==> src/rtl/lock_pkg.sv <==
package lock_pkg;

    // lock FSM states, also reported in STATUS[1:0]
    typedef enum logic [1:0] {
        ENTRY   = 2'd0,
        OPEN    = 2'd1,
        LOCKOUT = 2'd2
    } lock_state_t;

    // three BCD digits per code
    localparam int CODE_W      = 12;
    localparam int CODE_DIGITS = 3;

    // display patterns
    localparam logic [CODE_W-1:0] DISP_BLANK = 12'hFFF;
    localparam logic [CODE_W-1:0] DISP_OPEN  = 12'hBCC; // "ASS" on the segment decoder
    localparam logic [CODE_W-1:0] DISP_LOCK  = 12'h000;

    localparam logic [CODE_W-1:0] RESET_CODE = 12'h246;

    // AXI4-Lite register offsets
    localparam logic [31:0] ADDR_CODE   = 32'h0;
    localparam logic [31:0] ADDR_STATUS = 32'h4;
    localparam logic [31:0] ADDR_CTRL   = 32'h8;

endpackage

==> src/rtl/key_bus_if.sv <==
`timescale 1ns/1ps

// decoded key events, one valid pulse per accepted press
interface key_bus_if;

    logic       valid;
    logic [3:0] digit;       // BCD value, meaningful for digit keys only
    logic       enter;
    logic       clear_entry;
    logic       clear_all;

    modport source (
        output valid, digit, enter, clear_entry, clear_all
    );

    // no back-pressure, sink takes every event
    modport sink (
        input valid, digit, enter, clear_entry, clear_all
    );

endinterface

==> src/rtl/key_decoder.sv <==
`timescale 1ns/1ps

module key_decoder (
    input  logic        clk,
    input  logic        rst,
    input  logic [15:0] onehot,
    key_bus_if.source   keys
);

    logic [15:0] onehot_prev;
    logic        fresh;      // idle before, exactly one key now
    logic        hit;        // the key is mapped
    logic [3:0]  dig;
    logic        is_enter;
    logic        is_clr_entry;
    logic        is_clr_all;

    assign fresh = (onehot_prev == '0) && $onehot(onehot);

    // key map
    always_comb begin
        hit          = 1'b1;
        dig          = 4'd0;
        is_enter     = 1'b0;
        is_clr_entry = 1'b0;
        is_clr_all   = 1'b0;
        case (onehot)
            16'h0001: is_enter     = 1'b1;
            16'h0100: is_clr_all   = 1'b1;
            16'h1000: is_clr_entry = 1'b1;
            16'h0008: dig = 4'd0;
            16'h0080: dig = 4'd1;
            16'h0040: dig = 4'd2;
            16'h0020: dig = 4'd3;
            16'h0800: dig = 4'd4;
            16'h0400: dig = 4'd5;
            16'h0200: dig = 4'd6;
            16'h8000: dig = 4'd7;
            16'h4000: dig = 4'd8;
            16'h2000: dig = 4'd9;
            default:  hit = 1'b0; // keys 1, 2, 4 and multi-key input
        endcase
    end

    always_ff @(posedge clk) begin
        if (rst) begin
            onehot_prev <= '0;
            keys.valid  <= 1'b0;
        end else begin
            onehot_prev <= onehot;
            keys.valid  <= fresh && hit;
        end
    end

    always_ff @(posedge clk) begin
        keys.digit       <= dig;
        keys.enter       <= is_enter;
        keys.clear_entry <= is_clr_entry;
        keys.clear_all   <= is_clr_all;
    end

endmodule

==> src/rtl/digit_shift_reg.sv <==
`timescale 1ns/1ps

module digit_shift_reg (
    input  logic                       clk,
    input  logic                       rst,
    input  logic                       shift_en,
    input  logic [3:0]                 shift_digit,
    input  logic                       entry_clear,
    output logic [lock_pkg::CODE_W-1:0] digits,
    output logic [1:0]                 count
);

    import lock_pkg::*;

    logic full;

    assign full = (count == 2'(CODE_DIGITS));

    // newest digit in the low nibble, older ones move up
    always_ff @(posedge clk) begin
        if (rst || entry_clear) begin
            digits <= '1;
            count  <= 2'd0;
        end else if (shift_en && !full) begin
            digits <= {digits[CODE_W-5:0], shift_digit};
            count  <= count + 2'd1;
        end
    end

endmodule

==> src/rtl/alarm_timer.sv <==
`timescale 1ns/1ps

module alarm_timer #(
    parameter int ALARM_CYCLES = 25_000_000
) (
    input  logic clk,
    input  logic rst,
    input  logic alarm_start,
    output logic buzzer
);

    localparam int CNT_W = $clog2(ALARM_CYCLES + 1);

    logic [CNT_W-1:0] remaining;

    // restart wins over counting down, so a repeat failure extends it
    always_ff @(posedge clk) begin
        if (rst) begin
            remaining <= '0;
        end else if (alarm_start) begin
            remaining <= CNT_W'(ALARM_CYCLES);
        end else if (remaining != '0) begin
            remaining <= remaining - 1'b1;
        end
    end

    assign buzzer = (remaining != '0); // high for exactly ALARM_CYCLES

endmodule

==> src/rtl/lock_fsm.sv <==
`timescale 1ns/1ps

module lock_fsm #(
    parameter int MAX_TRIES = 6
) (
    input  logic                        clk,
    input  logic                        rst,
    key_bus_if.sink                     keys,
    input  logic [lock_pkg::CODE_W-1:0] digits,
    input  logic [1:0]                  count,
    input  logic [lock_pkg::CODE_W-1:0] code,
    input  logic                        cmd_clear_all,
    output logic                        shift_en,
    output logic [3:0]                  shift_digit,
    output logic                        entry_clear,
    output logic                        alarm_start,
    output lock_pkg::lock_state_t       state,
    output logic [3:0]                  tries,
    output logic [lock_pkg::CODE_W-1:0] display,
    output logic                        unlocked,
    output logic                        locked_out
);

    import lock_pkg::*;

    lock_state_t state_next;
    logic [3:0]  tries_next;
    logic        clear_all_req;
    logic        entry_full;

    // clear-all from the keypad or from the register block
    assign clear_all_req = cmd_clear_all || (keys.valid && keys.clear_all);
    assign entry_full    = (count == 2'(CODE_DIGITS));
    assign shift_digit   = keys.digit;

    always_comb begin
        state_next  = state;
        tries_next  = tries;
        shift_en    = 1'b0;
        entry_clear = 1'b0;
        alarm_start = 1'b0;

        if (clear_all_req) begin
            state_next  = ENTRY;
            tries_next  = 4'd0;
            entry_clear = 1'b1;
        end else if (keys.valid) begin
            case (state)
                ENTRY: begin
                    if (keys.clear_entry) begin
                        entry_clear = 1'b1;
                    end else if (keys.enter) begin
                        if (entry_full) begin // short entries are ignored
                            entry_clear = 1'b1;
                            if (digits == code) begin
                                state_next = OPEN;
                            end else begin
                                tries_next  = tries + 4'd1;
                                alarm_start = 1'b1;
                                if (tries_next == 4'(MAX_TRIES))
                                    state_next = LOCKOUT;
                            end
                        end
                    end else begin
                        shift_en = 1'b1; // digit key
                    end
                end
                OPEN: begin
                    if (keys.clear_entry) begin
                        state_next  = ENTRY;
                        entry_clear = 1'b1;
                    end
                end
                LOCKOUT: ; // only clear-all gets out
                default: state_next = ENTRY;
            endcase
        end
    end

    always_ff @(posedge clk) begin
        if (rst) begin
            state <= ENTRY;
            tries <= 4'd0;
        end else begin
            state <= state_next;
            tries <= tries_next;
        end
    end

    always_comb begin
        case (state)
            OPEN:    display = DISP_OPEN;
            LOCKOUT: display = DISP_LOCK;
            default: display = digits; // blank until digits come in
        endcase
    end

    assign unlocked   = (state == OPEN);
    assign locked_out = (state == LOCKOUT);

endmodule

==> src/rtl/lock_axil_regs.sv <==
`timescale 1ns/1ps

module lock_axil_regs (
    input  logic                        clk,
    input  logic                        rst,
    // write address and data
    input  logic [31:0]                 awaddr,
    input  logic                        awvalid,
    output logic                        awready,
    input  logic [31:0]                 wdata,
    input  logic [3:0]                  wstrb,
    input  logic                        wvalid,
    output logic                        wready,
    // write response
    output logic                        bvalid,
    output logic [1:0]                  bresp,
    input  logic                        bready,
    // read
    input  logic [31:0]                 araddr,
    input  logic                        arvalid,
    output logic                        arready,
    output logic                        rvalid,
    output logic [31:0]                 rdata,
    output logic [1:0]                  rresp,
    input  logic                        rready,
    // lock side
    input  lock_pkg::lock_state_t       state,
    input  logic [3:0]                  tries,
    input  logic [1:0]                  count,
    output logic [lock_pkg::CODE_W-1:0] code,
    output logic                        cmd_clear_all
);

    import lock_pkg::*;

    logic        wr_fire;
    logic        rd_fire;
    logic [31:0] status;
    logic [31:0] rd_word;

    // address and data taken together, nothing new while a response waits
    assign wr_fire = awvalid && wvalid && !bvalid;
    assign awready = wr_fire;
    assign wready  = wr_fire;
    assign rd_fire = arvalid && !rvalid;
    assign arready = rd_fire;

    assign bresp = 2'b00; // always OKAY
    assign rresp = 2'b00;

    always_comb begin
        status      = '0;
        status[1:0] = state;
        status[7:4] = tries;
        status[9:8] = count;
    end

    always_comb begin
        case (araddr)
            ADDR_CODE:   rd_word = 32'(code);
            ADDR_STATUS: rd_word = status;
            default:     rd_word = '0; // CTRL is write-only
        endcase
    end

    always_ff @(posedge clk) begin
        if (rst) begin
            code          <= RESET_CODE;
            cmd_clear_all <= 1'b0;
            bvalid        <= 1'b0;
        end else begin
            cmd_clear_all <= 1'b0;
            if (wr_fire) begin
                bvalid <= 1'b1;
                if (awaddr == ADDR_CODE) begin
                    if (wstrb[0])
                        code[7:0] <= wdata[7:0];
                    if (wstrb[1])
                        code[11:8] <= wdata[11:8];
                end else if (awaddr == ADDR_CTRL) begin
                    cmd_clear_all <= wstrb[0] && wdata[0];
                end
            end else if (bready) begin
                bvalid <= 1'b0;
            end
        end
    end

    always_ff @(posedge clk) begin
        if (rst) begin
            rvalid <= 1'b0;
        end else if (rd_fire) begin
            rvalid <= 1'b1;
        end else if (rready) begin
            rvalid <= 1'b0;
        end
    end

    // held stable until rready
    always_ff @(posedge clk) begin
        if (rd_fire)
            rdata <= rd_word;
    end

endmodule

==> src/rtl/code_lock_top.sv <==
`timescale 1ns/1ps

module code_lock_top #(
    parameter int ALARM_CYCLES = 25_000_000,
    parameter int MAX_TRIES    = 6
) (
    input  logic                        clk,
    input  logic                        rst,
    input  logic [15:0]                 onehot,
    // AXI4-Lite slave
    input  logic [31:0]                 awaddr,
    input  logic                        awvalid,
    output logic                        awready,
    input  logic [31:0]                 wdata,
    input  logic [3:0]                  wstrb,
    input  logic                        wvalid,
    output logic                        wready,
    output logic                        bvalid,
    output logic [1:0]                  bresp,
    input  logic                        bready,
    input  logic [31:0]                 araddr,
    input  logic                        arvalid,
    output logic                        arready,
    output logic                        rvalid,
    output logic [31:0]                 rdata,
    output logic [1:0]                  rresp,
    input  logic                        rready,
    // lock outputs
    output logic [lock_pkg::CODE_W-1:0] display,
    output logic                        unlocked,
    output logic                        locked_out,
    output logic                        buzzer,
    output logic [3:0]                  tries
);

    import lock_pkg::*;

    key_bus_if keys ();

    logic [CODE_W-1:0] digits;
    logic [1:0]        count;
    logic [CODE_W-1:0] code;
    logic              cmd_clear_all;
    logic              shift_en;
    logic [3:0]        shift_digit;
    logic              entry_clear;
    logic              alarm_start;
    lock_state_t       state;

    key_decoder key_decoder_inst (
        .clk    (clk),
        .rst    (rst),
        .onehot (onehot),
        .keys   (keys.source)
    );

    digit_shift_reg digit_shift_reg_inst (
        .clk         (clk),
        .rst         (rst),
        .shift_en    (shift_en),
        .shift_digit (shift_digit),
        .entry_clear (entry_clear),
        .digits      (digits),
        .count       (count)
    );

    alarm_timer #(
        .ALARM_CYCLES (ALARM_CYCLES)
    ) alarm_timer_inst (
        .clk         (clk),
        .rst         (rst),
        .alarm_start (alarm_start),
        .buzzer      (buzzer)
    );

    lock_fsm #(
        .MAX_TRIES (MAX_TRIES)
    ) lock_fsm_inst (
        .clk           (clk),
        .rst           (rst),
        .keys          (keys.sink),
        .digits        (digits),
        .count         (count),
        .code          (code),
        .cmd_clear_all (cmd_clear_all),
        .shift_en      (shift_en),
        .shift_digit   (shift_digit),
        .entry_clear   (entry_clear),
        .alarm_start   (alarm_start),
        .state         (state),
        .tries         (tries),
        .display       (display),
        .unlocked      (unlocked),
        .locked_out    (locked_out)
    );

    lock_axil_regs lock_axil_regs_inst (
        .clk           (clk),
        .rst           (rst),
        .awaddr        (awaddr),
        .awvalid       (awvalid),
        .awready       (awready),
        .wdata         (wdata),
        .wstrb         (wstrb),
        .wvalid        (wvalid),
        .wready        (wready),
        .bvalid        (bvalid),
        .bresp         (bresp),
        .bready        (bready),
        .araddr        (araddr),
        .arvalid       (arvalid),
        .arready       (arready),
        .rvalid        (rvalid),
        .rdata         (rdata),
        .rresp         (rresp),
        .rready        (rready),
        .state         (state),
        .tries         (tries),
        .count         (count),
        .code          (code),
        .cmd_clear_all (cmd_clear_all)
    );

endmodule

==> config.mk <==
export PLATFORM = sky130hd
export DESIGN_NAME = code_lock_top
export DESIGN_NICKNAME = d
export VERILOG_FILES = /design/src/rtl/lock_pkg.sv /design/src/rtl/key_bus_if.sv /design/src/rtl/key_decoder.sv /design/src/rtl/digit_shift_reg.sv /design/src/rtl/alarm_timer.sv /design/src/rtl/lock_fsm.sv /design/src/rtl/lock_axil_regs.sv /design/src/rtl/code_lock_top.sv
export SDC_FILE = /design/constraint.sdc
export NUM_CORES = 1
export LEC_CHECK = 0
export CAP_MARGIN = 20
export CORE_MARGIN = 3
export CORE_UTILIZATION = 64
export CTS_CLUSTER_SIZE = 40
export DETAILED_ROUTE_END_ITERATION = 10
export DONT_BUFFER_PORTS = 1
export PLACE_DENSITY_LB_ADDON = 0.1
export SLEW_MARGIN = 20
export SYNTH_ARGS = -nofsm -noshare
export SYNTH_HDL_FRONTEND = slang
export SYNTH_SLANG_ARGS = --single-unit
==> constraint.sdc <==
create_clock -name clk -period 4.6 [get_ports clk]
set_clock_uncertainty 0.1 [all_clocks]
set_input_delay 0.46 -clock clk [delete_from_list [all_inputs] [get_ports clk]]
set_output_delay 0.46 -clock clk [all_outputs]
set_load 0.005 [all_outputs]
Word level (Yosys, flattened, before mapping) --
Cells that the tools add are included.
Storage, ports and cells: bits in registers 116, latch bits 0, memory bits (writable) 0, memory bits (read-only) 0, bits of input ports 123, word-level logic and storage cells 135, memories 0
Operators by class: add/subtract/negate cells 18, multipliers 0, divide/modulo/power cells 0, $lt $le $gt $ge 0, equality and inequality tests 26, shift-type cells 0, mux-type cells 39, bitwise operators 5, reductions and logical operators 29
Operators by type and width (count):
- $logic_not 32->1 | 2
- $mux 25 | 2
- $pmux 12 s2 | 2
- $pmux 4 s9 | 1
- $add 5x5->5 | 7
- $eq 32x3->1 const B | 1
- $eq 32x4->1 const B | 1
- $mux 1 | 26
- $reduce_bool 25->1 | 1
- $sub 25x1->25 const B | 1
- $add 1x1->2 | 8
- $eq 16x1->1 const B | 1
- $eq 16x10->1 const B | 1
- $eq 16x11->1 const B | 1
- $eq 16x12->1 const B | 1
- $eq 16x13->1 const B | 1
- $eq 16x14->1 const B | 1
- $eq 16x15->1 const B | 1
- $eq 16x16->1 const B | 1
- $eq 16x4->1 const B | 1
- $eq 16x6->1 const B | 1
- $eq 16x7->1 const B | 1
- $eq 16x8->1 const B | 1
- $eq 16x9->1 const B | 1
- 26 further kinds | 52

Longest topological paths before layout --
depth after elaboration 9, gate-level depth with buffers 16, gate-level depth less buffers 16

Hierarchy --
A second synthesis with hierarchy kept.
Second synthesis, totals: cell total of the unflattened synthesis 606, area, all modules 5406.4 µm²
By module, submodules not included:
- lock_axil_regs | times used 1, cells each 151, area each 1545.2 µm², seq. area each 660.6 µm²
- key_decoder | times used 1, cells each 148, area each 1363.8 µm², seq. area each 480.5 µm²
- alarm_timer | times used 1, cells each 146, area each 1277.5 µm², seq. area each 500.5 µm²
- lock_fsm | times used 1, cells each 99, area each 710.7 µm², seq. area each 120.1 µm²
- digit_shift_reg | times used 1, cells each 62, area each 509.2 µm², seq. area each 280.3 µm²

Least setup slack after synthesis --
OpenSTA, ideal clock, no wires.
path kind input to register, start input onehot[14], end register key_decoder_inst.keys.valid, setup time 0.070 ns, data arrival time 3.798 ns, slack 0.633 ns, cell stages on the path 13, path buffers 0, path through inv_1 ha_1 inv_1 fa_1 fa_1 fa_1 inv_1 fa_1 ha_1 fa_1 nor3_1 nand4_1 a21oi_1
On the way: longest elaborated chain between the ends 7, elaborated cells between the ends (all ways) 22, classes of those cells add/sub: 4; eq/ne: 14; mux: 1; reduce/logical: 3
Ends and longest elaborated chain:
- from (decl) | RTL line code_lock_top.sv:9 | input logic [15:0] onehot,
- $add 1x1->2 (not written as such) | RTL line key_decoder.sv:18 | assign fresh = (onehot_prev == '0) && $onehot(onehot);
- $add 5x5->5 (not written as such) (3 in series) | RTL line key_decoder.sv:18
- $eq 5x1->1 | RTL line key_decoder.sv:18
- $logic_and 1x1->1 | RTL line key_decoder.sv:18
- $logic_and 1x1->1 (*) | RTL line key_decoder.sv:51 | keys.valid <= fresh && hit;
- to (signal assigned) | RTL line key_decoder.sv:51
- to (decl) | RTL line key_bus_if.sv:13 | output valid, digit, enter, clear_entry, clear_all
Every way passes the cells marked *; elsewhere a longest branch is shown, timed or not. A chain may end at the register's enable or synchronous reset.

Worst setup path after layout --
Ends and elaborated chain as after synthesis.

==> flow_summary_export.csv <==
group,metric,value,unit
clock_tree,postCtsResizedCells,0,
logic_synthesis,syn_inst,600,
die,die_w,98.82,um
global_routing,antenna_found_initial,2,
worst_setup_path,ff2ff_path_depth,6,
final_layout,seq_area,2042,sq um
sta,setup_viol,0,
logic_synthesis,ys_seq_area_share,37.03,%
worst_setup_path,cp-end-kind,"flip-flop",
logic_synthesis,ys.flop_type,"dfxtp_1",
logic_synthesis,synth-warning-count,0,
sta,fmax,263.2,MHz
drt,drc,0,
min_path,hold_class,"primary input to flip-flop",
clock_tree,cts_tree,"built",
drt,detail_route.vias_per_cell,5.993,
die,die_area,9765,sq um
die,rows,33,
worst_setup_path,slowest_delay,0.54,ns
sta,max_slew_margin,32.82,%
final_layout,final_common_cell,"dfxtp_1",
worst_setup_path,critPathSlowestCell,"fa_1",
logic_synthesis,synth-edff-count,12,
logic_synthesis,synth_top_area_share,30.50,%
worst_setup_path,startpoint_type,"primary input",
placed_design,post_dp_cell_area,5463,sq um
final_layout,final_core_util,68.37,%
global_routing,grt_pass1_vias,4132,
sta,rsz0062_at_grt,"false",
clock_tree,cts_buffer_depth,2,
drt,first_pass_iters,4,
logic_synthesis,ys_seq_elements,96,
worst_setup_path,criticalPathCategory,"primary input to flip-flop",
die,fp.coreArea,8299,sq um
clock_tree,post_cts_buffers,0,
clock_tree,insertion_delay,0.36,ns
placed_design,portBuffers,0,
die,start_util,66.44,%
power,vdd_drop_max,0.2703,mV
logic_synthesis,synth.distinct_cells,64,
logic_synthesis,async_flop_share,0,%
worst_setup_path,cp_max_fo,3,
final_layout,drive_above_1_share,6.723,%
drt,ant_nets,0,
sta,final_hold_viol_count,0,
worst_setup_path,required,4.80,ns
sta,period_share,82.61,%
worst_setup_path,crit_chain,"inv_1 > ha_1 > inv_1 > fa_1 > fa_1 > fa_1 > inv_1 > fa_1 > ha_1 > fa_1 > nor3_1 > nand4_1 > a21oi_1",
clock_tree,clk_pin_slew,0.10,ns
drt,drtIter0Drc,208,
final_layout,fin_area,5674,sq um
sta,finalMaxSlewViolations,0,
placed_design,dp_hpwl,9859,um
sta,worstMarginPinSlew,1.008,ns
power,cellPowerDensity,465.8,nW/um^2
global_routing,grt-ovfl-total,0,
final_layout,synthToLayoutAreaGrowth,2.904,%
min_path,hold_depth,1,
clock_tree,cts_made_buffers,9,
logic_synthesis,netlist_top_cells_area,"dfxtp_1 (30%), ha_1 (9.3%), edfxtp_1 (6.5%), fa_1 (4.0%), inv_1 (3.6%)",
logic_synthesis,yosys.area.top_type,"dfxtp_1",
status,status,"finished, final reports clean",
die,io_pins,183,
drt,routedWlPerCell,17.78,um
clock_tree,cts_num_sinks,96,
final_layout,fillers,677,
worst_setup_path,crit_top_cell,"fa_1",
drt,totalWireLength,12480,um
final_layout,layout_common_cells,"dfxtp_1 (84), inv_1 (53), nor2_1 (50)",
drt,num_vias,4207,
placed_design,place_congestion,0.8694,
sta,finalCriticalPeriod,3.800,ns
final_layout,multi_input_area,3085,sq um
logic_synthesis,synth_area_per_cell,9.190,sq um
clock_tree,cts-root-buf,"clkbuf_8",
final_layout,layout.nets,765,
global_routing,grt_pass1_wl,19610,um
logic_synthesis,synthesis.area,5514,sq um
sta,tns,0,ns
die,die_y,98.82,um
flow_run,max-cap-violations,0,
sta,hold_ws,0.06958,ns
worst_setup_path,cp.arrival,4.00,ns
clock_tree,hold_buffers,0,
global_routing,grt_usage,25.18,%
power,p_leak,2.357,nW
global_routing,grt_max_degree,43,
clock_tree,htree_levels,3,
[state kept, by name, indices dropped and copies added (netlist names)]
signal	cells
key_decoder_inst.keys.enter	1
key_decoder_inst.keys.digit	4
key_decoder_inst.keys.clear_all	1
lock_axil_regs_inst.bvalid	1
lock_axil_regs_inst.cmd_clear_all	1
key_decoder_inst.keys.valid	1
lock_fsm_inst.state	2
lock_axil_regs_inst.rvalid	1
digit_shift_reg_inst.count	2
lock_axil_regs_inst.code	12
lock_axil_regs_inst.rdata	12
alarm_timer_inst.remaining	25
key_decoder_inst.onehot_prev	16
digit_shift_reg_inst.digits	12
key_decoder_inst.keys.clear_entry	1
lock_fsm_inst.tries	4
[synthesized netlist by cell type, types with 11 or more instances]
cell and number:
edfxtp_1 12, ha_1 41, inv_1 53, nor2_1 50
nor3_1 12, fa_1 11, nand3_1 21, a21oi_1 21
xor2_1 15, o21ai_0 22, nor4_1 19, nand2_1 46
dfxtp_1 84, mux2i_1 14, buf_4 26, clkbuf_1 15
[layer usage]
metal | wire, um | track usage (%) | vias up
li1 | - | - | 2036
met1 | 4733 | 28.62 | 1994
met2 | 6607 | 46.28 | 160
met3 | 812 | 5.379 | 17
met4 | 330 | 8.824 | 0
met5 | 0 | 0 | -
[through the flow]
stage | total power, W | std cells | setup slack, ns
4_1_cts | 0.002657 | 700 | 0.7731
2_1_floorplan | 0.001954 | 623 | 0.6326
3_5_place_dp | 0.002082 | 684 | 0.3860
3_3_place_gp | 0.002040 | 684 | 0.4074
6_report | 0.002643 | 702 | 0.8001
5_1_grt | 0.002850 | 702 | 0.6318
[worst paths after layout]
kind                                         end                           start  slack, ns
hold / removal       lock_axil_regs_inst.code[4]                             rst       0.07
hold reg to reg   digit_shift_reg_inst.digits[1]  key_decoder_inst.keys.digit[1]       0.35
setup reg to reg  alarm_timer_inst.remaining[11]   alarm_timer_inst.remaining[0]       2.16
setup / recovery     key_decoder_inst.keys.valid                      onehot[14]       0.80
[power by group]
group,switching [W],total (W),leakage (nW),internal (W)
Sequential,0.000121,0.00107,0.804,0.000951
Combinational,0.000583,0.00100,1.45,0.000416
Clock,0.000310,0.000572,0.103,0.000262
[worst max-delay path: cells and delay by family]
kind	cells	cell delay, ns
buffers and inverters	3	0.14
AO/OA/AOI/OAI	1	0.14
AND/OR/NAND/NOR	2	0.33
adder cells (fa/ha/maj)	7	2.90
[logic make-up after synthesis]
kind of cell	synth area share (%)
buf+inv	8.623
flops	37.03
compound gates	11.30
fa+ha+maj	13.30
mux	2.541
simple gates	23.49
xor+xnor	3.653
other cells	0.06801
[final cells by class]
class	instances	share of cell area (%)
Antenna cell	2	0.08820
Clock buffer	10	2.249
Clock inverter	6	1.345
Inverter	53	3.506
Multi-Input combinational cell	429	54.38
Sequential cell	96	35.99
Tap cell	105	2.315
Timing Repair Buffer	1	0.1323
No activity file was read; power rests on OpenSTA's default activity.
